**src/common/rv_decode_config.svh**
```systemverilog
`ifndef RV_DECODE_CONFIG_SVH
`define RV_DECODE_CONFIG_SVH

// instruction word width
`define DEC_ILEN            32

// pc keeps bits DEC_PC_BITS-1 down to 1 of the address space
`define DEC_PC_BITS         32

`define DEC_REG_IDX_BITS    5

`define DEC_CSR_IDX_BITS    12

`endif

```
**src/common/rv_decode_pkg.sv**
```systemverilog
`include "rv_decode_config.svh"

package rv_decode_pkg;

    typedef logic [`DEC_ILEN-1:0]           instr_t;
    typedef logic [`DEC_PC_BITS-1:1]        pc_t;
    typedef logic [`DEC_REG_IDX_BITS-1:0]   reg_idx_t;
    typedef logic [`DEC_ILEN-1:0]           imm_t;
    typedef logic [`DEC_CSR_IDX_BITS-1:0]   csr_idx_t;
    typedef logic [2:0]                     funct3_t;

    // low two bits of every 32-bit encoding
    localparam logic [1:0] OPC_FULL = 2'b11;

    // major opcodes from instruction bits 6..2
    typedef enum logic [4:0]
    {
        LOAD     = 5'b00000,
        MISC_MEM = 5'b00011,
        OP_IMM   = 5'b00100,
        AUIPC    = 5'b00101,
        STORE    = 5'b01000,
        OP       = 5'b01100,
        LUI      = 5'b01101,
        BRANCH   = 5'b11000,
        JALR     = 5'b11001,
        JAL      = 5'b11011,
        SYSTEM   = 5'b11100
    } opcode_e;

    typedef enum logic [2:0]
    {
        NONE  = 3'd0,
        ARITH = 3'd1,
        CMP   = 3'd2,
        BITS  = 3'd3,
        SHIFT = 3'd4
    } alu_unit_e;

    // writeback source
    typedef enum logic [1:0]
    {
        ALU     = 2'd0,
        MEMORY  = 2'd1,
        PC_NEXT = 2'd2
    } res_src_e;

    typedef enum logic [1:0]
    {
        REG  = 2'd0,
        IMM  = 2'd1,
        JUMP = 2'd2
    } op2_src_e;

endpackage

```
**src/common/decode_if.sv**
```systemverilog
`timescale 1ns/1ps

// registered instruction and its pcs
interface dec_instr_if;
    import rv_decode_pkg::*;

    instr_t instr;
    logic   valid;
    pc_t    pc;
    pc_t    pc_next;

    modport src (output instr, output valid, output pc, output pc_next);
    modport dst (input instr, input valid, input pc, input pc_next);
endinterface

// opcode group levels qualified by the 32-bit encoding
interface dec_class_if;
    logic lui;
    logic auipc;
    logic jal;
    logic jalr;
    logic branch;
    logic load;
    logic store;
    logic op_imm;
    logic op;
    logic system;

    modport src
    (
        output lui, output auipc, output jal, output jalr, output branch,
        output load, output store, output op_imm, output op, output system
    );
    modport dst
    (
        input lui, input auipc, input jal, input jalr, input branch,
        input load, input store, input op_imm, input op, input system
    );
endinterface

```
**src/hw/decode/decode_reg.sv**
```systemverilog
`timescale 1ns/1ps

module decode_reg
(
    input  logic                    i_clk,
    input  logic                    i_rst,
    input  logic                    i_stall,
    input  logic                    i_flush,
    input  logic                    i_ready,
    input  rv_decode_pkg::instr_t   i_instruction,
    input  rv_decode_pkg::pc_t      i_pc,
    input  rv_decode_pkg::pc_t      i_pc_next,
    dec_instr_if.src                o_dec
);

    import rv_decode_pkg::*;

    instr_t instr_masked;

    // no fetch data means a bubble
    assign instr_masked = i_ready ? i_instruction : '0;

    always_ff @(posedge i_clk)
    begin
        if (i_rst || i_flush)
        begin
            o_dec.instr <= '0;
            o_dec.valid <= 1'b0;
        end
        else if (!i_stall)
        begin
            o_dec.instr   <= instr_masked;
            o_dec.valid   <= i_ready;
            o_dec.pc      <= i_pc;
            o_dec.pc_next <= i_pc_next;
        end
    end

endmodule

```
**src/hw/decode/opcode_decode.sv**
```systemverilog
`timescale 1ns/1ps

module opcode_decode
(
    input  logic        i_stall,
    dec_instr_if.dst    i_dec,
    dec_class_if.src    o_cls,
    output logic        o_inst_mret,
    output logic        o_inst_csr_req,
    output logic        o_inst_supported,
    output logic        o_csr_write,
    output logic        o_csr_set,
    output logic        o_csr_clear,
    output logic        o_csr_read,
    output logic        o_csr_ebreak
);

    import rv_decode_pkg::*;

    opcode_e    opcode;
    funct3_t    funct3;
    logic [11:0] funct12;
    logic       funct7_b0;
    logic       full;
    logic       ecall;
    logic       ebreak;
    logic       mret;
    logic       csr_req;

    assign opcode    = opcode_e'(i_dec.instr[6:2]);
    assign funct3    = i_dec.instr[14:12];
    assign funct12   = i_dec.instr[31:20];
    assign funct7_b0 = i_dec.instr[25];
    assign full      = (i_dec.instr[1:0] == OPC_FULL);

    assign o_cls.lui    = full & (opcode == LUI);
    assign o_cls.auipc  = full & (opcode == AUIPC);
    assign o_cls.jal    = full & (opcode == JAL);
    assign o_cls.jalr   = full & (opcode == JALR) & (funct3 == 3'b000);
    assign o_cls.branch = full & (opcode == BRANCH);
    assign o_cls.load   = full & (opcode == LOAD);
    assign o_cls.store  = full & (opcode == STORE);
    assign o_cls.op_imm = full & (opcode == OP_IMM);
    // funct7 bit 0 set would be the M extension
    assign o_cls.op     = full & (opcode == OP) & !funct7_b0;
    assign o_cls.system = full & (opcode == SYSTEM);

    // privileged forms share funct3 zero
    assign ecall   = o_cls.system & (funct3 == 3'b000) & (funct12 == 12'h000);
    assign ebreak  = o_cls.system & (funct3 == 3'b000) & (funct12 == 12'h001);
    assign mret    = o_cls.system & (funct3 == 3'b000) & (funct12 == 12'h302);
    assign csr_req = o_cls.system & (funct3 != 3'b000);

    assign o_inst_mret    = mret;
    assign o_inst_csr_req = csr_req;
    assign o_csr_read     = csr_req;
    assign o_csr_ebreak   = ebreak;

    // strobes must not fire twice while the stage is held
    assign o_csr_write = o_cls.system & (funct3[1:0] == 2'b01) & !i_stall;
    assign o_csr_set   = o_cls.system & (funct3[1:0] == 2'b10) & !i_stall;
    assign o_csr_clear = o_cls.system & (funct3[1:0] == 2'b11) & !i_stall;

    // a bubble is never flagged as illegal
    assign o_inst_supported = !i_dec.valid |
                              o_cls.load   |
                              o_cls.op     |
                              o_cls.auipc  |
                              o_cls.store  |
                              o_cls.op_imm |
                              o_cls.lui    |
                              o_cls.branch |
                              o_cls.jalr   |
                              o_cls.jal    |
                              ecall        |
                              ebreak       |
                              csr_req      |
                              mret;

endmodule

```
**src/hw/decode/imm_gen.sv**
```systemverilog
`timescale 1ns/1ps

module imm_gen
(
    dec_instr_if.dst                i_dec,
    dec_class_if.dst                i_cls,
    output rv_decode_pkg::imm_t     o_imm_i,
    output rv_decode_pkg::imm_t     o_imm_j
);

    import rv_decode_pkg::*;

    instr_t w;
    imm_t   imm_i;
    imm_t   imm_s;
    imm_t   imm_b;
    imm_t   imm_u;
    imm_t   imm_j;

    assign w = i_dec.instr;

    assign imm_i = {{21{w[31]}}, w[30:20]};
    assign imm_s = {{21{w[31]}}, w[30:25], w[11:7]};
    assign imm_b = {{20{w[31]}}, w[7], w[30:25], w[11:8], 1'b0};
    assign imm_u = {w[31:12], 12'b0};
    assign imm_j = {{12{w[31]}}, w[19:12], w[20], w[30:21], 1'b0};

    // operand immediate for the alu
    assign o_imm_i = (i_cls.lui | i_cls.auipc) ? imm_u :
                     i_cls.store               ? imm_s :
                                                 imm_i;

    // target offset
    assign o_imm_j = i_cls.jal ? imm_j : imm_b;

endmodule

```
**src/hw/decode/exec_ctrl.sv**
```systemverilog
`timescale 1ns/1ps

module exec_ctrl
(
    dec_instr_if.dst                    i_dec,
    dec_class_if.dst                    i_cls,
    output rv_decode_pkg::reg_idx_t     o_rs1,
    output rv_decode_pkg::alu_unit_e    o_alu_res,
    output logic                        o_alu_add_override,
    output logic                        o_alu_op1_inv,
    output logic                        o_alu_op2_inv,
    output logic                        o_alu_sh_ar,
    output rv_decode_pkg::res_src_e     o_res_src,
    output logic                        o_reg_write,
    output logic                        o_op1_src,
    output rv_decode_pkg::op2_src_e     o_op2_src,
    output logic                        o_inst_jal,
    output logic                        o_inst_jalr,
    output logic                        o_inst_branch,
    output logic                        o_inst_store
);

    import rv_decode_pkg::*;

    funct3_t funct3;
    logic    funct7_b5;
    logic    full;
    logic    arith_grp;
    logic    imm_op2;

    assign funct3    = i_dec.instr[14:12];
    assign funct7_b5 = i_dec.instr[30];
    assign full      = (i_dec.instr[1:0] == OPC_FULL);
    assign arith_grp = i_cls.op | i_cls.op_imm;

    // address and upper-immediate forms just add
    assign o_alu_add_override = i_cls.lui | i_cls.auipc | i_cls.jal |
                                i_cls.load | i_cls.store;
    assign o_alu_op1_inv = i_cls.branch & funct3[0];
    assign o_alu_sh_ar   = funct7_b5;

    // compares subtract, sub and sra take funct7 bit 5
    always_comb
    begin
        if (i_cls.branch || (arith_grp && funct3[2:1] == 2'b01))
            o_alu_op2_inv = 1'b1;
        else if (i_cls.lui || i_cls.auipc || i_cls.jal || i_cls.load ||
                 i_cls.store || i_cls.op_imm)
            o_alu_op2_inv = 1'b0;
        else
            o_alu_op2_inv = funct7_b5;
    end

    always_comb
    begin
        o_alu_res = NONE;
        if (i_cls.branch)
            o_alu_res = CMP;
        else if (i_cls.load || i_cls.store)
            o_alu_res = ARITH;
        else if (arith_grp)
        begin
            case (funct3)
                3'b000:         o_alu_res = i_cls.op ? ARITH : NONE;
                3'b001, 3'b101: o_alu_res = SHIFT;
                3'b010, 3'b011: o_alu_res = CMP;
                default:        o_alu_res = BITS;
            endcase
        end
    end

    // link address goes back through the pc_next path
    assign o_res_src = i_cls.load               ? MEMORY  :
                       (i_cls.jal | i_cls.jalr) ? PC_NEXT :
                                                  ALU;

    assign imm_op2 = i_cls.jalr | i_cls.load | i_cls.op_imm | i_cls.lui |
                     i_cls.auipc | i_cls.store;

    assign o_op2_src = i_cls.jal ? JUMP :
                       imm_op2   ? IMM  :
                                   REG;

    assign o_op1_src   = i_cls.auipc | i_cls.jal;
    assign o_reg_write = full & !i_cls.branch & !i_cls.store;

    // lui adds to x0
    assign o_rs1 = i_cls.lui ? '0 : i_dec.instr[19:15];

    assign o_inst_jal    = i_cls.jal;
    assign o_inst_jalr   = i_cls.jalr;
    assign o_inst_branch = i_cls.branch;
    assign o_inst_store  = i_cls.store;

endmodule

```
**src/hw/decode/decode_stage.sv**
```systemverilog
`timescale 1ns/1ps

module decode_stage
(
    input  logic                        i_clk,
    input  logic                        i_rst,
    input  logic                        i_stall,
    input  logic                        i_flush,
    input  logic                        i_ready,
    input  rv_decode_pkg::instr_t       i_instruction,
    input  rv_decode_pkg::pc_t          i_pc,
    input  rv_decode_pkg::pc_t          i_pc_next,
    output rv_decode_pkg::pc_t          o_pc,
    output rv_decode_pkg::pc_t          o_pc_next,
    output rv_decode_pkg::reg_idx_t     o_rs1,
    output rv_decode_pkg::reg_idx_t     o_rs2,
    output rv_decode_pkg::reg_idx_t     o_rd,
    output rv_decode_pkg::funct3_t      o_funct3,
    output rv_decode_pkg::imm_t         o_imm_i,
    output rv_decode_pkg::imm_t         o_imm_j,
    output rv_decode_pkg::alu_unit_e    o_alu_res,
    output logic                        o_alu_add_override,
    output logic                        o_alu_op1_inv,
    output logic                        o_alu_op2_inv,
    output logic                        o_alu_sh_ar,
    output rv_decode_pkg::res_src_e     o_res_src,
    output logic                        o_reg_write,
    output logic                        o_op1_src,
    output rv_decode_pkg::op2_src_e     o_op2_src,
    output logic                        o_inst_jal,
    output logic                        o_inst_jalr,
    output logic                        o_inst_branch,
    output logic                        o_inst_store,
    output logic                        o_inst_mret,
    output logic                        o_inst_csr_req,
    output logic                        o_inst_supported,
    output rv_decode_pkg::csr_idx_t     o_csr_idx,
    output rv_decode_pkg::reg_idx_t     o_csr_imm,
    output logic                        o_csr_imm_sel,
    output logic                        o_csr_write,
    output logic                        o_csr_set,
    output logic                        o_csr_clear,
    output logic                        o_csr_read,
    output logic                        o_csr_ebreak
);

    dec_instr_if instr_bus ();
    dec_class_if class_bus ();

    decode_reg u_reg
    (
        .i_clk          (i_clk),
        .i_rst          (i_rst),
        .i_stall        (i_stall),
        .i_flush        (i_flush),
        .i_ready        (i_ready),
        .i_instruction  (i_instruction),
        .i_pc           (i_pc),
        .i_pc_next      (i_pc_next),
        .o_dec          (instr_bus.src)
    );

    opcode_decode u_opcode
    (
        .i_stall            (i_stall),
        .i_dec              (instr_bus.dst),
        .o_cls              (class_bus.src),
        .o_inst_mret        (o_inst_mret),
        .o_inst_csr_req     (o_inst_csr_req),
        .o_inst_supported   (o_inst_supported),
        .o_csr_write        (o_csr_write),
        .o_csr_set          (o_csr_set),
        .o_csr_clear        (o_csr_clear),
        .o_csr_read         (o_csr_read),
        .o_csr_ebreak       (o_csr_ebreak)
    );

    imm_gen u_imm
    (
        .i_dec      (instr_bus.dst),
        .i_cls      (class_bus.dst),
        .o_imm_i    (o_imm_i),
        .o_imm_j    (o_imm_j)
    );

    exec_ctrl u_exec
    (
        .i_dec                  (instr_bus.dst),
        .i_cls                  (class_bus.dst),
        .o_rs1                  (o_rs1),
        .o_alu_res              (o_alu_res),
        .o_alu_add_override     (o_alu_add_override),
        .o_alu_op1_inv          (o_alu_op1_inv),
        .o_alu_op2_inv          (o_alu_op2_inv),
        .o_alu_sh_ar            (o_alu_sh_ar),
        .o_res_src              (o_res_src),
        .o_reg_write            (o_reg_write),
        .o_op1_src              (o_op1_src),
        .o_op2_src              (o_op2_src),
        .o_inst_jal             (o_inst_jal),
        .o_inst_jalr            (o_inst_jalr),
        .o_inst_branch          (o_inst_branch),
        .o_inst_store           (o_inst_store)
    );

    // plain fields of the registered word
    assign o_pc          = instr_bus.pc;
    assign o_pc_next     = instr_bus.pc_next;
    assign o_rd          = instr_bus.instr[11:7];
    assign o_rs2         = instr_bus.instr[24:20];
    assign o_funct3      = instr_bus.instr[14:12];
    assign o_csr_idx     = instr_bus.instr[31:20];
    assign o_csr_imm     = instr_bus.instr[19:15];
    assign o_csr_imm_sel = instr_bus.instr[14];

endmodule

```
**config.mk**
```make
export PLATFORM = sky130hd
export DESIGN_NAME = decode_stage
export DESIGN_NICKNAME = d
export VERILOG_FILES = /design/src/common/rv_decode_pkg.sv /design/src/common/decode_if.sv /design/src/hw/decode/decode_reg.sv /design/src/hw/decode/opcode_decode.sv /design/src/hw/decode/imm_gen.sv /design/src/hw/decode/exec_ctrl.sv /design/src/hw/decode/decode_stage.sv
export VERILOG_INCLUDE_DIRS = /design/src /design/src/common
export SDC_FILE = /design/constraint.sdc
export NUM_CORES = 1
export LEC_CHECK = 0
export BUFFER_PORTS_ARGS = -buffer_cell sky130_fd_sc_hd__buf_2
export CELL_PAD_IN_SITES_DETAIL_PLACEMENT = 1
export CELL_PAD_IN_SITES_GLOBAL_PLACEMENT = 1
export CORE_MARGIN = 3
export CORE_UTILIZATION = 32
export CTS_BUF_LIST = sky130_fd_sc_hd__clkbuf_4
export CTS_CLUSTER_DIAMETER = 100
export DETAILED_ROUTE_END_ITERATION = 6
export GPL_TIMING_DRIVEN = 0
export PLACE_DENSITY_LB_ADDON = 0.05
export SYNTH_ARGS = -nofsm -noshare
export SYNTH_HDL_FRONTEND = slang
export SYNTH_HIERARCHICAL = 1
export SYNTH_SLANG_ARGS = --single-unit
```
**constraint.sdc**
```tcl
create_clock -name i_clk -period 4.64 [get_ports i_clk]
set_input_delay 0 -clock i_clk [delete_from_list [all_inputs] [get_ports i_clk]]
set_output_delay 0 -clock i_clk [all_outputs]
set_load 0.02 [all_outputs]
```
# Word level (Yosys, flattened, before mapping)
# Index checks and enable logic that the tools add are counted.
word_totals:
  out_inout_bits: 187
  elab_cells: 114
  reg_bits: 95
  input_bits: 99
classes:
  bitwise: 53
  n_eq_ne: 20
  muxes: 16
  n_reduce_logical: 21
op_table:
  columns: ["op", "n"]
  rows:
  - ["32-bit 2-to-1 mux", 1]
  - ["31-bit 2-to-1 mux", 1]
  - ["1-bit bitwise AND", 26]
  - ["1-bit OR", 25]
  - ["5-bit equality test, second input constant", 4]
  - ["20-bit 2-to-1 mux", 1]
  - ["5-bit by 4-bit equality test with 1-bit output, second input constant", 3]
  - ["12-bit by 1-bit equality test with 1-bit output, second input constant", 1]
  - ["12-bit by 10-bit equality test with 1-bit output, second input constant", 1]
  - ["12-bit logical NOT", 1]
  - ["5-bit by 3-bit equality test with 1-bit output, second input constant", 2]
  - ["5-bit 2-to-1 mux", 2]
  - ["3-bit 2-to-1 mux", 3]
  - ["3-bit case mux with 3 select lines", 1]
  - ["1-bit logical OR", 8]
  - ["2-bit equality test, second input constant", 3]
  - ["3-bit by 2-bit equality test with 1-bit output, second input constant", 2]
  - ["2-bit 2-to-1 mux", 3]
  - ["1-bit logical NOT", 5]
  - ["5-bit logical NOT", 1]
  - ["2-bit by 1-bit equality test with 1-bit output, second input constant", 2]
  - ["1-bit 2-to-1 mux", 4]
  - ["2-bit OR reduction", 2]
  - ["3-bit by 1-bit equality test with 1-bit output, second input constant", 1]
  - ["other kinds (6)", 7]

# Depth between registers and ports, before layout
# Gate-level depths: netlist of run 1.
depth:
  ltp_word: 15
  ltp_mapped: 7
  depth_no_buf: 6

# Hierarchy
# Netlist of run 1, hierarchy kept.
modules_own_cells:
  columns: ["module", "area_each_um2", "cells_per_inst", "n_inst", "seq_area_each_um2"]
  rows:
  - ["decode_reg", 3291.9, 210, 1, 2522.4]
  - ["imm_gen", 604.3, 89, 1, 0.0]
  - ["opcode_decode", 281.5, 45, 1, 0.0]
  - ["exec_ctrl", 226.5, 36, 1, 0.0]
  - ["decode_stage", 45.0, 6, 1, 0.0]

# Worst setup path after synthesis of run 1
# OpenSTA, ideal clock, no wires.
synth_timing:
  kind: "input to register"
  from: "in i_flush"
  to: "reg u_reg.o_dec.pc[0] (enable)"
  path_slack_ns: 1.045
  setup_time_ns: 0.483
  t_arrival_ns: 3.112
  t_required_ns: 4.157
  cell_stages: 4
  path_cell_list: "or2_1 buf_6 buf_12 nor2_1"
synth_between:
  elab_chain_len: 3
synth_lines:
  columns: ["item", "line_no", "source"]
  rows:
  - ["from (decl)", "decode_stage.sv:8", "input logic i_flush,"]
  - ["1-bit logical OR", "decode_reg.sv:25", "if (i_rst || i_flush)"]
  - ["1-bit NOT (no line)", null, null]
  - ["2-bit AND reduction (no line)", null, null]
  - ["to (signal assigned)", "decode_reg.sv:34", "o_dec.pc <= i_pc;"]
  - ["to (decl)", "decode_if.sv:12", "modport src (output instr, output valid, output pc, output pc_next);"]
# Every way passes these cells.
# A chain may end at the register's enable or synchronous reset.

# Worst setup path after layout of run 1
layout_timing:
  from: "reg u_reg.o_dec.instr[5]"
  to: "out o_imm_j[4]"
layout_between:
  elab_chain_len: 3
layout_lines:
  columns: ["item", "line_no", "source"]
  rows:
  - ["from (decl)", "decode_if.sv:12", null]
  - ["from (signal assigned)", "decode_reg.sv:32", "o_dec.instr <= instr_masked;"]
  - ["5-bit equality test", "opcode_decode.sv:38", "assign o_cls.jal = full & (opcode == JAL);"]
  - ["1-bit bitwise AND", "opcode_decode.sv:38", null]
  - ["named net class_bus.jal", "decode_if.sv:20", "logic jal;"]
  - ["20-bit 2-to-1 mux", "imm_gen.sv:34", "assign o_imm_j = i_cls.jal ? imm_j : imm_b;"]
  - ["to (decl)", "decode_stage.sv:20", "output rv_decode_pkg::imm_t o_imm_j,"]
# The timed path passes the listed nets, and every way through them passes these cells.

==> results.md, run 1 <==
* Chip height at 124 um
* Antenna violations before repair at 4
* Critical Path RT at 4.64 ns
* Routed WL per cell at 20.1 um
* Worst setup path category: flip-flop to output pin
* Startpoint Class: flip-flop
* Final setup margin at 1.62 ns
* Via count at 4,536
* Fillers at 1,564
* Slew @ Worst Pin at 0.962 ns
* Status: finished, final reports clean
* Sum Neg Setup Slack at 0 ns
* HPWL Detailed at 12,500 um
* Max Fclk at 331 MHz
* Row cnt at 42
* Gr usage total at 24.4%
* Number of vias per cell at 4.68
* Final hold vios at 0
* Layout cells sized above 1 at 51.1%
* Tcrit/Tclk final at 65.2%
* CTS tree: yes
* Placed inst area at 0.00614 mm^2
* Pre-CTS WS at 1.78 ns
* Vias in the first global route at 4,700
* Num CTS Buffers at 9
* Worst hold path type: input pin to flip-flop
* Critical path endpoint category: output pin
* Commonest non-fill, non-tap cell in the layout: buf_2
* Post-route minimum period at 3.02 ns
* Worst endpoint data arrival time at 3.02 ns
* Leak pwr at 3.53 nW
* Clock-pin slew on the worst setup and hold paths at 0.17 ns
* Total congestion overflow at 0
* Clk_lat worst skew at 0.45 ns
* Power Dens Cells at 239 mW/mm^2
* Core ar. at 0.0134 mm^2
* Initial core utilization at 33.2%
* Detailed Routing Iterations Pass 1 at 4
* Die W at 124 um
* Final non-filler cell total at 969
* Antenna-violating nets left at 0
* Crit path max fanout at 10
* Total wire length at 19,500 um
* 1st-iter DRT viols at 175
* Final setup viols at 0
* Fin. max-slew vios at 0
* Area delta synth->final at 64.7%
* Largest net degree at the start of global routing at 25
* # IOs at 286
* Synth Warn # at 6
* Port-buffer cells at 283
* Post-CTS Setup Inserts at 0
* Design area at 0.00732 mm^2
* Commonest cells after routing, fill and taps aside: buf_2 (295), dlygate4sd3_1 (101), edfxtp_1 (62)
* Die area at 0.0153 mm^2
* Syn nets at 484
* Residual DRC count at 0
* Routability cong. at 0.858
* CTS sink count at 95
* Final net count at 882
* Worst-case clock buffer depth at 2
* First-pass GRT wire length at 28,000 um
* Mapped cell area at 0.00445 mm^2
* VDD IR-drop max at 102 uV
* Mapped Cells at 385
* Max-cap check violation count at 0
* Clk root buf: clkbuf_4
* Syn Area/Cell at 11.5 um^2
* Max-slew headroom at 35.2%
* H-Tree Level Count at 3
* RSZ-0062 raised after global routing: false
* Skew final at 0 ns
* Placed Cells at 846
[through the flow]
stage	hold WS [ns]	power [mW]	utilization [%]
6_report	0.0631	1.75	54.6
5_1_grt	0.0513	1.83	54.6
4_1_cts	0.0269	1.74	54.5
3_5_place_dp	0.178	1.20	45.9
3_3_place_gp	0.177	1.19	45.4
2_1_floorplan	0.0863	1.09	-
[where the power goes]
part	total (mW)	leakage, nW	internal (mW)	switching, mW
sequential	0.955	0.837	0.935	0.0204
clock	0.489	0.0789	0.172	0.317
combinational	0.304	2.61	0.147	0.157
[state kept, by name (all words and copies together), names as in the netlist]
signal and cells:
u_reg/o_dec.valid 1, u_reg/o_dec.instr 32, u_reg/o_dec.pc 31, u_reg/o_dec.pc_next 31
[layer usage]
metal	track usage, %	vias to the layer above	share of wire, %
li1	-	2138	-
met1	28.7	2198	38
met2	44.2	181	53
met3	5.81	19	7.1
met4	6.37	0	1.4
met5	0	-	0
[worst paths after layout]
kind | start | to | slack, ns | cells after the start
max | u_reg/o_dec.instr[5] | o_imm_j[4] | 1.62 | 6
min | i_rst | u_reg/o_dec.instr[25] | 0.06 | 5
max reg2reg | u_reg/o_dec.instr[31] | u_reg/o_dec.instr[31] | 3.04 | 3
min reg2reg | u_reg/o_dec.instr[8] | u_reg/o_dec.instr[8] | 0.51 | 2
[layout make-up]
cell class	instances	area (um^2)	area share, %
tap	176	220	3.01
clock buffer	9	67.6	0.923
sequential	95	2520	34.5
inverter	6	22.5	0.308
antenna	5	12.5	0.171
buffer	57	432	5.90
clock inverter	7	80.1	1.09
multi-input combinational	227	1480	20.2
timing repair buffer	387	2490	34.0
[critical path: stages, from the launching register on]
cell,delay (ns)
dfxtp_1,0.50
nand4_1,0.29
nor3_1,0.66
buf_2,0.31
buf_2,0.27
mux2_2,0.38
buf_2,0.16
[what timing repair did]
action                                 4_1_cts  5_1_grt
endpoints found under the hold margin       94        0
gates resized for setup                      0        0
hold buffers                               101        0
No activity file was read; power rests on OpenSTA's default activity.
==> inputs of run 2 (changes only) <==
==> constraint.sdc (replaced) <==
create_clock -name i_clk -period 3.1 [get_ports i_clk]
set_input_delay 0 -clock i_clk [delete_from_list [all_inputs] [get_ports i_clk]]
set_output_delay 0 -clock i_clk [all_outputs]
set_load 0.02 [all_outputs]
==> results.md, run 2 (same netlist as run 1, synthesis figures left out) <==
* Hold Path Sink: u_reg/o_dec.instr[20] (was u_reg/o_dec.instr[25])
* Crit path max fanout at 10 (unchanged)
* Detailed Routing Iterations Pass 1 at 4 (unchanged)
* Max-slew headroom at 27.3% (was 35.2%)
* Final setup viols at 0 (unchanged)
* Hold path startpoint: i_flush (was i_rst)
* Power Dens Cells at 354 mW/mm^2 (was 239 mW/mm^2)
* Residual DRC count at 0 (unchanged)
* RSZ-0062 raised after global routing: false (unchanged)
* Area of the multi-input gates at 0.00148 mm^2 (about the same)
* FF+latch area at 0.00252 mm^2 (unchanged)
* Fin. max-slew vios at 0 (unchanged)
* 1st-iter DRT viols at 198 (was 175)
* Slowest-stage cell, CP: nor3_2 (was nor3_1)
* Final net count at 880 (was 882)
* Critical Path RT at 3.10 ns (was 4.64 ns)
* Clk root buf: clkbuf_4 (unchanged)
* Status: finished, final reports clean (unchanged)
* Max-cap check violation count at 0 (unchanged)
* Initial core utilization at 33.2% (unchanged)
* Tot Pwr at 2.57 mW (was 1.75 mW)
* Critical path endpoint category: output pin (unchanged)
* Tcrit/Tclk final at 91.6%
* Die W at 124 um (unchanged)
* Hold Crit Depth at 5 (unchanged)
* Largest net degree at the start of global routing at 38 (was 25)
* Worst setup path category: flip-flop to output pin (unchanged)
* Commonest non-fill, non-tap cell in the layout: buf_2 (unchanged)
* Via count at 4,472 (was 4,536)
* Sum Neg Setup Slack at 0 ns (unchanged)
* Core ar. at 0.0134 mm^2 (unchanged)
* Min Hold Slack at 0.0584 ns (was 0.0631 ns)
* Clock-pin slew on the worst setup and hold paths at 0.16 ns (was 0.17 ns)
* First-pass GRT wire length at 26,700 um (was 28,000 um)
* Post-route minimum period at 2.84 ns
* Critical path, cell by cell: nand4_1, nor3_2, buf_2, mux2_2, buf_2 (was nand4_1, nor3_1, buf_2, buf_2, mux2_2, buf_2)
* Worst endpoint data arrival time at 2.84 ns (was 3.02 ns)
* Routability cong. at 0.833 (was 0.858)
* Biggest regs: u_reg/o_dec.instr (32), u_reg/o_dec.pc (31), u_reg/o_dec.pc_next (31) (unchanged)
* Total wire length at 18,600 um (was 19,500 um)
* Die area at 0.0153 mm^2 (unchanged)
* Final hold vios at 0 (unchanged)
* Num CTS Buffers at 9 (unchanged)
* Row cnt at 42 (unchanged)
* Area delta synth->final at 63.5% (was 64.7%)
* Worst reg2reg path depth at 3 (unchanged)
* Antenna violations before repair at 1 (was 4)
* Post-CTS Setup Inserts at 0 (unchanged)
* Max reg flops at 32 (unchanged)
* Slowest stage delay, CP at 0.68 ns (was 0.66 ns)
* Design area at 0.00727 mm^2 (was 0.00732 mm^2)
* R2R Path Start: u_reg/o_dec.instr[31] (unchanged)
* Worst hold path type: input pin to flip-flop (unchanged)
* Commonest cells after routing, fill and taps aside: buf_2 (294), dlygate4sd3_1 (101), edfxtp_1 (62) (was buf_2 (295), dlygate4sd3_1 (101), edfxtp_1 (62))
* Port-buffer cells at 283 (unchanged)
* R2R setup slack at 1.53 ns (was 3.04 ns)
* HPWL Detailed at 12,500 um (about the same)
* CP most frequent cell: buf_2 (unchanged)
* Max Fclk at 352 MHz
* Gr usage total at 23.2% (was 24.4%)
* Top reg by flops: u_reg/o_dec.instr (unchanged)
* Routed WL per cell at 19.3 um (was 20.1 um)
* RR Endpoint: u_reg/o_dec.instr[31] (unchanged)
* # IOs at 286 (unchanged)
* Placed inst area at 0.00611 mm^2 (was 0.00614 mm^2)
* CTS tree: yes (unchanged)
* Slew @ Worst Pin at 1.08 ns (was 0.962 ns)
* Chip height at 124 um (unchanged)
* H-Tree Level Count at 3 (unchanged)
* Leak pwr at 3.50 nW (was 3.53 nW)
* Layout cells sized above 1 at 50.9% (was 51.1%)
* Total congestion overflow at 0 (unchanged)
* CTS sink count at 95 (unchanged)
* Fillers at 1,564 (unchanged)
* Worst-case clock buffer depth at 2 (unchanged)
* Skew final at 0 ns (unchanged)
* Vias in the first global route at 4,576 (was 4,700)
* Startpoint Class: flip-flop (unchanged)
* Antenna-violating nets left at 0 (unchanged)
* VDD IR-drop max at 221 uV (was 102 uV)
* Clk_lat worst skew at 0.45 ns (about the same)
* Number of vias per cell at 4.64 (was 4.68)
-- run 2: routing by layer --
metal  share of wire [%]  wire length, um  GRT usage (%)  vias to the layer above
met5                   0                0              0                        -
met2                  52             9680           42.5                      185
met1                  39             7190           27.0                     2150
met3                 7.9             1470           5.81                       16
met4                 1.2              222           5.67                        0
li1                    -                -              -                     2121
-- run 2: area by class of cell --
| type | instances | share of cell area [%] |
|---|---|---|
| Clock buffer | 9 | 0.929 |
| Antenna cell | 2 | 0.0688 |
| Timing Repair Buffer | 385 | 33.7 |
| Buffer | 57 | 5.94 |
| Clock inverter | 7 | 0.981 |
| Inverter | 6 | 0.310 |
| Multi-Input combinational cell | 227 | 20.4 |
| Sequential cell | 95 | 34.7 |
| Tap cell | 176 | 3.03 |
-- run 2: worst max-delay path by stage --
stage,from,to,slack (ns),cells after the start
2_1_floorplan,i_flush,u_reg/o_dec.pc[0],0.58,4
3_3_place_gp,i_flush,u_reg/o_dec.pc_next[9],-0.11,5
3_5_place_dp,u_reg/o_dec.instr[5],o_imm_j[11],0.33,5
4_1_cts,u_reg/o_dec.instr[5],o_imm_j[18],0.16,6
5_1_grt,u_reg/o_dec.instr[5],o_imm_j[18],0.03,6
6_report,u_reg/o_dec.instr[5],o_imm_j[11],0.26,5
-- run 2: what timing repair did --
action                                 in CTS  in global routing
endpoints found under the hold margin      94                  0
resized for setup                           1                  0
hold buffers                              101                  0
setup endpoints to repair                  10                  0
-- run 2: critical path, delay by kind of cell, from the launching register on --
kind,cells,cell delay [ns]
mux,1,0.36
buf+inv,2,0.53
simple gates,2,0.99
flops,1,0.49
-- run 2: power breakdown --
part | internal (mW) | leakage [nW] | switching [mW] | total, mW
Combinational | 0.216 | 2.59 | 0.229 | 0.445
Clock | 0.247 | 0.0716 | 0.449 | 0.696
Sequential | 1.40 | 0.837 | 0.0300 | 1.43
Total | 1.86 | 3.50 | 0.709 | 2.57
-- run 2: per-stage QoR --
stage,setup WS (ns),std cells,util [%]
after global placement,-0.107,844,45.4
after global routing,0.0306,963,54.2
after detailed placement,0.330,845,45.6
final,0.261,964,54.2
after floorplan,0.576,385,-
after CTS,0.158,962,54.2
